### src/sa_ctrl_pkg.sv
`default_nettype none

package sa_ctrl_pkg;

    ////////////////////////////////////////////////////////////
    // array geometry and field widths
    ////////////////////////////////////////////////////////////

    localparam int N_ROWS = 4;
    localparam int N_COLS = 4;
    // largest supported filter
    localparam int N_MAX  = 3;

    localparam int SEL_W       = $clog2(N_MAX);
    localparam int NCOL_W      = $clog2(N_MAX + 1);
    localparam int SIG_ADDR_W  = 10;
    localparam int FEAT_ADDR_W = 8;
    localparam int CHAN_W      = 6;

    // phase lengths
    localparam int PRIME_CYCLES = 3;
    localparam int DRAIN_BASE   = 6;

    // shared phase counter must hold the longest of load, prime and drain
    localparam int PHASE_W = $clog2(N_COLS + PRIME_CYCLES + DRAIN_BASE + 2 * N_MAX);

    ////////////////////////////////////////////////////////////
    // scalar types
    ////////////////////////////////////////////////////////////

    typedef logic [NCOL_W-1:0]      fsize_t;
    typedef logic [CHAN_W-1:0]      chan_t;
    typedef logic [FEAT_ADDR_W-1:0] feat_addr_t;
    typedef logic [SIG_ADDR_W-1:0]  sig_addr_t;
    typedef logic [NCOL_W-1:0]      ncol_t;
    typedef logic [SEL_W-1:0]       sel_t;

    ////////////////////////////////////////////////////////////
    // structs
    ////////////////////////////////////////////////////////////

    typedef struct packed {
        fsize_t     filter_size;
        chan_t      total_channels;
        feat_addr_t num_inputs;
    } layer_cfg_t;

    // control fields for one array row
    typedef struct packed {
        sel_t  f_sel;
        ncol_t number_of_columns;
        logic  en_adder_node;
    } row_ctrl_t;

    // one ROM word, row 0 in the low bits
    typedef row_ctrl_t [N_ROWS-1:0] rom_sig_t;

    localparam int ROM_SIG_W = $bits(rom_sig_t);

    // row-map part of the geometry
    typedef struct packed {
        ncol_t row_num;
        logic  sel_mux_node;
    } row_geom_t;

    typedef struct packed {
        ncol_t row_num;
        ncol_t column_num;
        logic  sel_mux_node;
    } pe_geom_t;

    typedef enum logic [2:0] {
        IDLE        = 3'd0,
        WAIT_WEIGHT = 3'd1,
        LOAD        = 3'd2,
        WAIT_BRAM   = 3'd3,
        PRIME       = 3'd4,
        STREAM      = 3'd5,
        DRAIN       = 3'd6,
        NEXT_CHAN   = 3'd7
    } sa_state_e;

    // strobes from the FSM to the datapath
    typedef struct packed {
        logic cfg_ld;
        logic sig_ld;
        logic sig_clr;
        logic feat_clr;
        logic feat_step;
        logic drain_enter;
        logic pass_clr;
    } fsm_ctrl_t;

endpackage

`default_nettype wire

### src/sa_ctrl_fsm.sv
`default_nettype none

module sa_ctrl_fsm import sa_ctrl_pkg::*; (
    input  wire        clk_i,
    input  wire        sel_mux_tr_rst,
    input  wire        input_ready_i,
    input  wire        weight_ready_i,
    input  wire        bram_ready_i,
    input  fsize_t     filter_size_i,
    input  wire        feature_last_i,
    input  wire        channels_done_i,
    output fsm_ctrl_t  ctrl_o,
    output sa_state_e  state_o,
    output logic       array_clr_o,
    output logic       load_o,
    output logic       ready_o,
    output logic       start_op_o,
    output logic       rd_weight_ld_o,
    output logic       rd_feature_ld_o,
    output logic       rd_rom_signals_ld_o,
    output logic       layer_done_o
);

    sa_state_e          state_q;
    sa_state_e          state_d;
    logic [PHASE_W-1:0] phase_q;
    logic [PHASE_W-1:0] drain_last;
    logic               load_end;
    logic               prime_end;
    logic               drain_end;

    // drain lasts 2*(filter_size-1)+DRAIN_BASE cycles
    assign drain_last = PHASE_W'(2 * filter_size_i + DRAIN_BASE - 3);

    assign load_end  = (phase_q == PHASE_W'(N_COLS - 1));
    assign prime_end = (phase_q == PHASE_W'(PRIME_CYCLES - 1));
    assign drain_end = (phase_q == drain_last);

    assign state_o = state_q;

    ////////////////////////////////////////////////////////////
    // next state
    ////////////////////////////////////////////////////////////

    always_comb begin
        state_d = state_q;
        case (state_q)
            IDLE, NEXT_CHAN: begin
                if (input_ready_i && weight_ready_i)
                    state_d = LOAD;
                else if (input_ready_i)
                    state_d = WAIT_WEIGHT;
            end
            WAIT_WEIGHT: if (weight_ready_i) state_d = LOAD;
            LOAD:        if (load_end) state_d = WAIT_BRAM;
            WAIT_BRAM:   if (bram_ready_i) state_d = PRIME;
            PRIME:       if (prime_end) state_d = STREAM;
            STREAM:      if (feature_last_i) state_d = DRAIN;
            DRAIN: begin
                if (drain_end)
                    state_d = channels_done_i ? IDLE : NEXT_CHAN;
            end
            default:     state_d = IDLE;
        endcase
    end

    always_ff @(posedge clk_i or posedge sel_mux_tr_rst) begin
        if (sel_mux_tr_rst)
            state_q <= IDLE;
        else
            state_q <= state_d;
    end

    // one counter serves load, prime and drain, restarted on every state change
    always_ff @(posedge clk_i or posedge sel_mux_tr_rst) begin
        if (sel_mux_tr_rst)
            phase_q <= '0;
        else if (state_d != state_q)
            phase_q <= '0;
        else if (state_q == LOAD || state_q == PRIME || state_q == DRAIN)
            phase_q <= phase_q + 1'b1;
    end

    ////////////////////////////////////////////////////////////
    // strobes, decoded from the next state so they line up with state_q
    ////////////////////////////////////////////////////////////

    always_ff @(posedge clk_i or posedge sel_mux_tr_rst) begin
        if (sel_mux_tr_rst) begin
            array_clr_o         <= 1'b1;
            load_o              <= 1'b0;
            ready_o             <= 1'b0;
            start_op_o          <= 1'b0;
            rd_weight_ld_o      <= 1'b0;
            rd_feature_ld_o     <= 1'b0;
            rd_rom_signals_ld_o <= 1'b0;
            layer_done_o        <= 1'b0;
            ctrl_o              <= '0;
        end else begin
            array_clr_o         <= (state_d == IDLE);
            load_o              <= (state_d == LOAD);
            ready_o             <= (state_d == PRIME);
            start_op_o          <= (state_d == STREAM) || (state_d == DRAIN);
            rd_weight_ld_o      <= (state_d == LOAD);
            rd_feature_ld_o     <= (state_d == STREAM);
            rd_rom_signals_ld_o <= (state_d == LOAD);
            // one cycle on the way back to idle
            layer_done_o        <= (state_q == DRAIN) && (state_d == IDLE);

            ctrl_o.cfg_ld       <= (state_d == IDLE);
            ctrl_o.sig_ld       <= (state_d == LOAD);
            ctrl_o.sig_clr      <= (state_d == IDLE);
            ctrl_o.feat_clr     <= (state_d == IDLE) || (state_d == PRIME);
            ctrl_o.feat_step    <= (state_d == STREAM);
            ctrl_o.drain_enter  <= (state_d == DRAIN) && (state_q != DRAIN);
            ctrl_o.pass_clr     <= (state_d == IDLE);
        end
    end

endmodule

`default_nettype wire

### src/sa_ctrl_top.sv
`default_nettype none

module sa_ctrl_top import sa_ctrl_pkg::*; (
    input  wire                     clk_i,
    input  wire                     sel_mux_tr_rst,
    input  layer_cfg_t              cfg_i,
    input  rom_sig_t                rom_sig_i,
    input  wire                     input_ready_i,
    input  wire                     weight_ready_i,
    input  wire                     bram_ready_i,
    output sa_state_e               state_o,
    output logic                    array_clr_o,
    output logic                    load_o,
    output logic                    ready_o,
    output logic                    start_op_o,
    output logic                    rd_weight_ld_o,
    output logic                    rd_feature_ld_o,
    output logic                    rd_rom_signals_ld_o,
    output feat_addr_t              in_feature_addr_o,
    output sig_addr_t               addrs_rom_signal_o,
    output row_ctrl_t [N_ROWS-1:0]  row_ctrl_o,
    output pe_geom_t  [N_ROWS-1:0]  geom_o,
    output logic                    layer_done_o
);

    fsm_ctrl_t              ctrl;
    fsize_t                 filter_size;
    logic                   feature_last;
    logic                   channels_done;
    ncol_t     [N_ROWS-1:0] column_num;
    row_geom_t [N_ROWS-1:0] geom_row;

    sa_ctrl_fsm u_fsm (
        .clk_i               (clk_i),
        .sel_mux_tr_rst      (sel_mux_tr_rst),
        .input_ready_i       (input_ready_i),
        .weight_ready_i      (weight_ready_i),
        .bram_ready_i        (bram_ready_i),
        .filter_size_i       (filter_size),
        .feature_last_i      (feature_last),
        .channels_done_i     (channels_done),
        .ctrl_o              (ctrl),
        .state_o             (state_o),
        .array_clr_o         (array_clr_o),
        .load_o              (load_o),
        .ready_o             (ready_o),
        .start_op_o          (start_op_o),
        .rd_weight_ld_o      (rd_weight_ld_o),
        .rd_feature_ld_o     (rd_feature_ld_o),
        .rd_rom_signals_ld_o (rd_rom_signals_ld_o),
        .layer_done_o        (layer_done_o)
    );

    sa_rom_sig_regs u_sig_regs (
        .clk_i          (clk_i),
        .sel_mux_tr_rst (sel_mux_tr_rst),
        .ctrl_i         (ctrl),
        .rom_sig_i      (rom_sig_i),
        .row_ctrl_o     (row_ctrl_o),
        .column_num_o   (column_num)
    );

    sa_pass_tracker u_tracker (
        .clk_i              (clk_i),
        .sel_mux_tr_rst     (sel_mux_tr_rst),
        .ctrl_i             (ctrl),
        .cfg_i              (cfg_i),
        .filter_size_o      (filter_size),
        .feature_last_o     (feature_last),
        .channels_done_o    (channels_done),
        .in_feature_addr_o  (in_feature_addr_o),
        .addrs_rom_signal_o (addrs_rom_signal_o)
    );

    sa_row_map u_row_map (
        .filter_size_i (filter_size),
        .geom_row_o    (geom_row)
    );

    // geometry per row, column number from the sig regs
    for (genvar r = 0; r < N_ROWS; r++) begin : g_geom
        assign geom_o[r].row_num      = geom_row[r].row_num;
        assign geom_o[r].column_num   = column_num[r];
        assign geom_o[r].sel_mux_node = geom_row[r].sel_mux_node;
    end

endmodule

`default_nettype wire

### src/sa_pass_tracker.sv
`default_nettype none

module sa_pass_tracker import sa_ctrl_pkg::*; (
    input  wire         clk_i,
    input  wire         sel_mux_tr_rst,
    input  fsm_ctrl_t   ctrl_i,
    input  layer_cfg_t  cfg_i,
    output fsize_t      filter_size_o,
    output logic        feature_last_o,
    output logic        channels_done_o,
    output feat_addr_t  in_feature_addr_o,
    output sig_addr_t   addrs_rom_signal_o
);

    layer_cfg_t cfg_q;
    chan_t      chan_cnt_q;
    chan_t      chan_step;
    feat_addr_t feat_addr_q;
    sig_addr_t  sig_addr_q;

    // channels covered by one pass of the array
    always_comb begin
        if (cfg_q.filter_size == '0)
            chan_step = chan_t'(N_ROWS);
        else
            chan_step = chan_t'(N_ROWS / cfg_q.filter_size);
    end

    // layer configuration, followed while idle
    always_ff @(posedge clk_i or posedge sel_mux_tr_rst) begin
        if (sel_mux_tr_rst)
            cfg_q <= '0;
        else if (ctrl_i.cfg_ld)
            cfg_q <= cfg_i;
    end

    always_ff @(posedge clk_i or posedge sel_mux_tr_rst) begin
        if (sel_mux_tr_rst)
            chan_cnt_q <= '0;
        else if (ctrl_i.pass_clr)
            chan_cnt_q <= '0;
        else if (ctrl_i.drain_enter)
            chan_cnt_q <= chan_cnt_q + chan_step;
    end

    always_ff @(posedge clk_i or posedge sel_mux_tr_rst) begin
        if (sel_mux_tr_rst)
            feat_addr_q <= '0;
        else if (ctrl_i.feat_clr)
            feat_addr_q <= '0;
        else if (ctrl_i.feat_step)
            feat_addr_q <= feat_addr_q + 1'b1;
    end

    // rom address keeps running across passes of a layer
    always_ff @(posedge clk_i or posedge sel_mux_tr_rst) begin
        if (sel_mux_tr_rst)
            sig_addr_q <= '0;
        else if (ctrl_i.pass_clr)
            sig_addr_q <= '0;
        else if (ctrl_i.sig_ld)
            sig_addr_q <= sig_addr_q + 1'b1;
    end

    assign filter_size_o      = cfg_q.filter_size;
    assign feature_last_o     = (feat_addr_q == feat_addr_t'(cfg_q.num_inputs - 1'b1));
    assign channels_done_o    = (chan_cnt_q >= cfg_q.total_channels);
    assign in_feature_addr_o  = feat_addr_q;
    assign addrs_rom_signal_o = sig_addr_q;

endmodule

`default_nettype wire

### src/sa_rom_sig_regs.sv
`default_nettype none

module sa_rom_sig_regs import sa_ctrl_pkg::*; (
    input  wire                        clk_i,
    input  wire                        sel_mux_tr_rst,
    input  fsm_ctrl_t                  ctrl_i,
    input  rom_sig_t                   rom_sig_i,
    output row_ctrl_t [N_ROWS-1:0]     row_ctrl_o,
    output ncol_t     [N_ROWS-1:0]     column_num_o
);

    row_ctrl_t [N_ROWS-1:0] row_ctrl_q;
    ncol_t     [N_ROWS-1:0] column_num_q;
    ncol_t     [N_ROWS-1:0] col_cnt_q;
    ncol_t     [N_ROWS-1:0] col_wrap;

    assign row_ctrl_o   = row_ctrl_q;
    assign column_num_o = column_num_q;

    ////////////////////////////////////////////////////////////
    // per-row control fields
    ////////////////////////////////////////////////////////////

    always_ff @(posedge clk_i or posedge sel_mux_tr_rst) begin
        if (sel_mux_tr_rst) begin
            row_ctrl_q <= '0;
        end else if (ctrl_i.sig_clr) begin
            row_ctrl_q <= '0;
        end else if (ctrl_i.sig_ld) begin
            for (int r = 0; r < N_ROWS; r++) begin
                row_ctrl_q[r] <= rom_sig_i[r];
            end
        end
    end

    ////////////////////////////////////////////////////////////
    // column counters
    ////////////////////////////////////////////////////////////

    // last count before wrap, from the word being loaded
    always_comb begin
        for (int r = 0; r < N_ROWS; r++) begin
            col_wrap[r] = ncol_t'(rom_sig_i[r].number_of_columns - 1'b1);
        end
    end

    // column number counts down from number_of_columns
    always_ff @(posedge clk_i or posedge sel_mux_tr_rst) begin
        if (sel_mux_tr_rst) begin
            col_cnt_q    <= '0;
            column_num_q <= '0;
        end else if (ctrl_i.sig_clr) begin
            col_cnt_q    <= '0;
            column_num_q <= '0;
        end else if (ctrl_i.sig_ld) begin
            for (int r = 0; r < N_ROWS; r++) begin
                column_num_q[r] <= rom_sig_i[r].number_of_columns - col_cnt_q[r];
                if (col_cnt_q[r] == col_wrap[r])
                    col_cnt_q[r] <= '0;
                else
                    col_cnt_q[r] <= col_cnt_q[r] + 1'b1;
            end
        end
    end

endmodule

`default_nettype wire

### src/sa_row_map.sv
`default_nettype none

module sa_row_map import sa_ctrl_pkg::*; (
    input  fsize_t                  filter_size_i,
    output row_geom_t [N_ROWS-1:0]  geom_row_o
);

    // rows are numbered 1..filter_size, repeating down the array
    always_comb begin
        fsize_t idx;

        idx = fsize_t'(1);
        for (int r = 0; r < N_ROWS; r++) begin
            geom_row_o[r].row_num      = idx;
            // last row of a filter group feeds the adder node
            geom_row_o[r].sel_mux_node = (idx != filter_size_i);
            if (idx >= filter_size_i)
                idx = fsize_t'(1);
            else
                idx = idx + 1'b1;
        end
    end

endmodule

`default_nettype wire

### config.mk
export PLATFORM = sky130hd
export DESIGN_NAME = sa_ctrl_top
export DESIGN_NICKNAME = d
export VERILOG_FILES = /design/src/sa_ctrl_pkg.sv /design/src/sa_ctrl_fsm.sv /design/src/sa_ctrl_top.sv /design/src/sa_pass_tracker.sv /design/src/sa_rom_sig_regs.sv /design/src/sa_row_map.sv
export SDC_FILE = /design/constraint.sdc
export NUM_CORES = 1
export LEC_CHECK = 0
export BUFFER_PORTS_ARGS = -buffer_cell sky130_fd_sc_hd__buf_4
export CORE_ASPECT_RATIO = 1.25
export CORE_MARGIN = 5
export CORE_UTILIZATION = 57
export CTS_BUF_LIST = sky130_fd_sc_hd__clkbuf_4
export CTS_CLUSTER_DIAMETER = 80
export CTS_CLUSTER_SIZE = 16
export DETAILED_ROUTE_END_ITERATION = 8
export HOLD_SLACK_MARGIN = 0.03
export PLACE_DENSITY_LB_ADDON = 0.12
export SLEW_MARGIN = 25
export SYNTH_ARGS = -nofsm -noshare
export SYNTH_HDL_FRONTEND = slang
export SYNTH_SLANG_ARGS = --single-unit
export TNS_END_PERCENT = 20
### constraint.sdc
create_clock -name clk_i -period 3.1 [get_ports clk_i]
set_clock_uncertainty 0.1 [all_clocks]
set_input_delay 0.155 -clock clk_i [delete_from_list [all_inputs] [get_ports clk_i]]
set_output_delay 0.155 -clock clk_i [all_outputs]
set_load 0.1 [all_outputs]
==> results.py <==
metrics = {
    "finish": {
        "nets": 707,
        "syn_to_final_growth_pct": 26.39,
        "finalInstanceArea_um2": 6424,
        "final_util_pct": 73.83,
        "drive_above_1_share_pct": 23.64,
        "n_antenna_cell": 0,
    },
    "timing": {
        "fmax_ghz": 0.3891,
        "setup_viol": 0,
        "grt_setup_unrepaired": "no",
        "final-max-slew-violation-count": 0,
        "fin_setup_tns_ns": 0,
        "period_needed_ns": 2.570,
        "hold_viol_final": 0,
        "slew_headroom_pct": 61.82,
        "period_share_pct": 82.91,
        "worst_pin_slew_ns": 0.5726,
    },
    "pwr": {
        "p_leak_uw": 0.003142,
        "p_per_area_nw_per_um2": 1061,
        "p_total_uw": 6816,
        "ir_drop_v": 0.001086,
    },
    "synthesis": {
        "synth-simple-area-share_pct": 16.59,
        "syn_area_um2": 5082,
        "synthAdderAreaFrac_pct": 7.041,
        "synthCells": 509,
        "synth_top_family_by_area": "simple AND/OR/NAND/NOR gates",
        "ys_warn_count": 0,
        "muxShareOfSynthArea_pct": 7.853,
        "synth-seq-cells": 93,
        "syn_area_per_cell_um2": 9.985,
        "synth_edf_count": 0,
        "synth-xor-area-share_pct": 7.927,
        "yosysUniqueCellTypes": 52,
        "synth_ff_type": "dfrtp_1",
        "synth-compound-area-share_pct": 9.970,
        "ys_seq_area_share_pct": 45.81,
        "syn-num-nets": 578,
        "ys_async_sr_fraction_pct": 100.0,
    },
    "floorplanning": {
        "dieHeight_um": 115.6,
        "chipWidth_um": 94.46,
        "core_um2": 8701,
        "die-area_um2": 10920,
        "pin_count": 110,
        "rows": 38,
        "initial_core_util_pct": 58.41,
    },
    "drt": {
        "wl_um": 11020,
        "dr.max_layer_used": "met4",
        "drtPass1Iterations": 4,
        "dr_wl_met3_um": 424,
        "drt-initial-drc-count": 137,
        "drcViolationCount": 0,
        "ant_nets": 0,
        "route.met2.wl_um": 5652,
        "route.vias.total": 4015,
        "vias_per_cell": 5.262,
        "wirelength_met1_um": 4775,
        "routedWlPerCell_um": 14.44,
    },
    "worst_setup_path": {
        "cp.arrival_ns": 2.78,
        "critical_path_class": "reg2reg",
        "rr_startpoint": "u_tracker.filter_size_o[0]",
        "crit_end": "u_fsm.start_op_o",
        "worst_setup_path_end_kind": "register",
        "critPathLaunchType": "register",
        "crit_fanout": 6,
        "rrSetupSlack_ns": 0.53,
        "r2r_cells": 9,
        "critPathLaunch": "u_tracker.filter_size_o[0]",
        "r2r_end": "u_fsm.start_op_o",
        "cp.required_ns": 3.31,
    },
    "clock_network": {
        "cts_tree": "done",
        "cts_sinks": 93,
        "cts_buffer_depth": 2,
        "post_cts_buffers": 0,
        "clk_latency_ns": 0.42,
        "cts_htree_levels": 3,
        "cts.root.buffer_cell": "clkbuf_4",
        "cts_buffers": 9,
        "path_clk_slew_ns": 0.14,
    },
    "global_routing": {
        "antenna_found_initial": 0,
        "track_usage_pct": 21.13,
        "gr-total-overflow": 0,
        "grt_pass1_wl_um": 18410,
        "grt_pass1_vias": 3991,
        "grt_max_degree": 94,
    },
    "outcome": {
        "status": "finished clean",
    },
    "placed_design": {
        "hpwl_um": 7382,
        "gp_congestion": 0.8373,
        "place_area_um2": 5948,
        "port_buffers": 107,
    },
    "hold_path": {
        "hp-class": "in2reg",
    },
    "run": {
        "drv_cap": 0,
    },
}
[per-layer routing]
layer	global-route usage, %	up-vias
li1	-	1974
met1	27.47	1940
met2	36.32	87
met3	3.247	14
met4	6.833	0
met5	0	-
[timing repair]
| action | 4_1_cts | 5_1_grt |
|---|---|---|
| hold buffers | 37 | 0 |
| hold endpoints to repair | 132 | 0 |
| gates resized for setup | 0 | 0 |
[critical path, cell delays in order, from the launching register on]
cell and delay, ns:
dfrtp_1 0.50, inv_1 0.15, ha_1 0.35, nor3_1 0.18
a31oi_1 0.07, or3_1 0.40, a221oi_2 0.36, inv_1 0.15
nand3_1 0.12, mux2i_1 0.08
[where the power goes]
part           switching [uW]  total, uW  internal [uW]
sequential                464       2060           1590
combinational            2990       4210           1220
clock                     384        549            165
[flip-flops by register name, summed over array words and instances, names as in the netlist]
| register | flops |
|---|---|
| u_tracker.filter_size_o | 2 |
| u_fsm.ready_o | 1 |
| u_tracker.in_feature_addr_o | 8 |
| u_sig_regs.col_cnt_q | 8 |
| u_tracker.chan_cnt_q | 6 |
| u_fsm.phase_q | 5 |
| u_sig_regs.row_ctrl_o | 20 |
| u_tracker.cfg_q | 14 |
| u_fsm.layer_done_o | 1 |
| u_fsm.start_op_o | 1 |
| u_sig_regs.column_num_o | 8 |
| u_fsm.state_o | 3 |
| u_tracker.addrs_rom_signal_o | 10 |
| u_fsm.array_clr_o | 1 |
| u_fsm.ctrl_o | 5 |
[Yosys cell counts (2+ instances only)]
library cell | number | share of area (%)
nor2b_1 | 9 | 1.1
o21bai_1 | 6 | 0.89
buf_4 | 6 | 0.89
and3_1 | 3 | 0.37
nand3b_1 | 4 | 0.59
conb_1 | 2 | 0.15
nor4_1 | 2 | 0.25
o21ai_4 | 2 | 0.64
o21ai_0 | 28 | 2.8
nand4_1 | 9 | 1.1
a211oi_1 | 7 | 1.0
xor2_1 | 23 | 4.0
mux2_2 | 7 | 1.6
ha_1 | 27 | 6.6
inv_1 | 25 | 1.8
nand2_1 | 38 | 2.8
a2111oi_0 | 2 | 0.34
or2_2 | 3 | 0.37
a31oi_1 | 4 | 0.49
nand3_1 | 8 | 0.79
buf_2 | 3 | 0.30
nor2_1 | 66 | 4.9
clkbuf_1 | 12 | 0.89
and3b_1 | 3 | 0.52
xnor2_1 | 23 | 4.0
a21o_1 | 6 | 0.89
nor3_1 | 5 | 0.49
nand2b_1 | 7 | 0.86
a21oi_1 | 14 | 1.4
dfrtp_1 | 92 | 45
buf_1 | 7 | 0.52
mux2i_1 | 32 | 6.3
or3_1 | 5 | 0.62
[through the flow]
step / instances / setup slack (ns) / hold WS (ns)
floorplan: 509 / 0.02874 / 0.1718
global placement: 710 / 0.6543 / 0.2085
CTS: 763 / 0.5312 / 0.06170
finish: 763 / 0.5299 / 0.09829
detailed placement: 710 / 0.5448 / 0.2140
global route: 763 / 0.3479 / 0.09596
[cell type report]
cell class	count	area [um^2]
clock inverters	6	30.03
well taps	120	150.1
multi-input cells	362	2530
fillers	688	2277
clock buffers	10	75.07
flip-flops and latches	93	2331
inverters	25	98.84
repair buffers	147	1209
[cell families (layout without fill, tap and decap cells)]
family	count (synthesis)	count (layout)
adders and majority gates	28	28
AOI/OAI and AO/OA	76	76
DFF	93	93
and+or+nand+nor	171	171
other	2	2
muxes	39	39
buffers and inverters	54	188
xor gates and xnor gates	46	46
[cell usage in the layout (no fill, tap or decap), types with 7 or more instances in the layout]
master         Yosys  layout
clkbuf_4           0      10
nand2_1           38      36
mux2i_1           32      32
nand4_1            9       9
nand3_1            8       8
inv_1             25      23
a211oi_1           7       7
o21ai_0           28      28
dlygate4sd3_1      0      37
dfrtp_1           92      90
nor2b_1            9       9
buf_4              6     109
nor2_1            66      66
mux2_2             7       7
ha_1              27      27
xnor2_1           23      23
xor2_1            23      23
a21oi_1           14      14
[worst min path at each step]
stage	startpoint	endpoint	slack, ns	cells past startpoint
finish	weight_ready_i	u_fsm.state_o[0]	0.1	4
global route	weight_ready_i	u_fsm.state_o[0]	0.1	4
CTS	weight_ready_i	u_fsm.state_o[0]	0.06	4
detailed placement	sel_mux_tr_rst	u_tracker.in_feature_addr_o[5]	0.21	3
global placement	sel_mux_tr_rst	u_tracker.cfg_q[3]	0.21	3
floorplan	cfg_i[14]	u_tracker.filter_size_o[0]	0.17	2
Note: power is estimated with default switching activity, not from simulation.
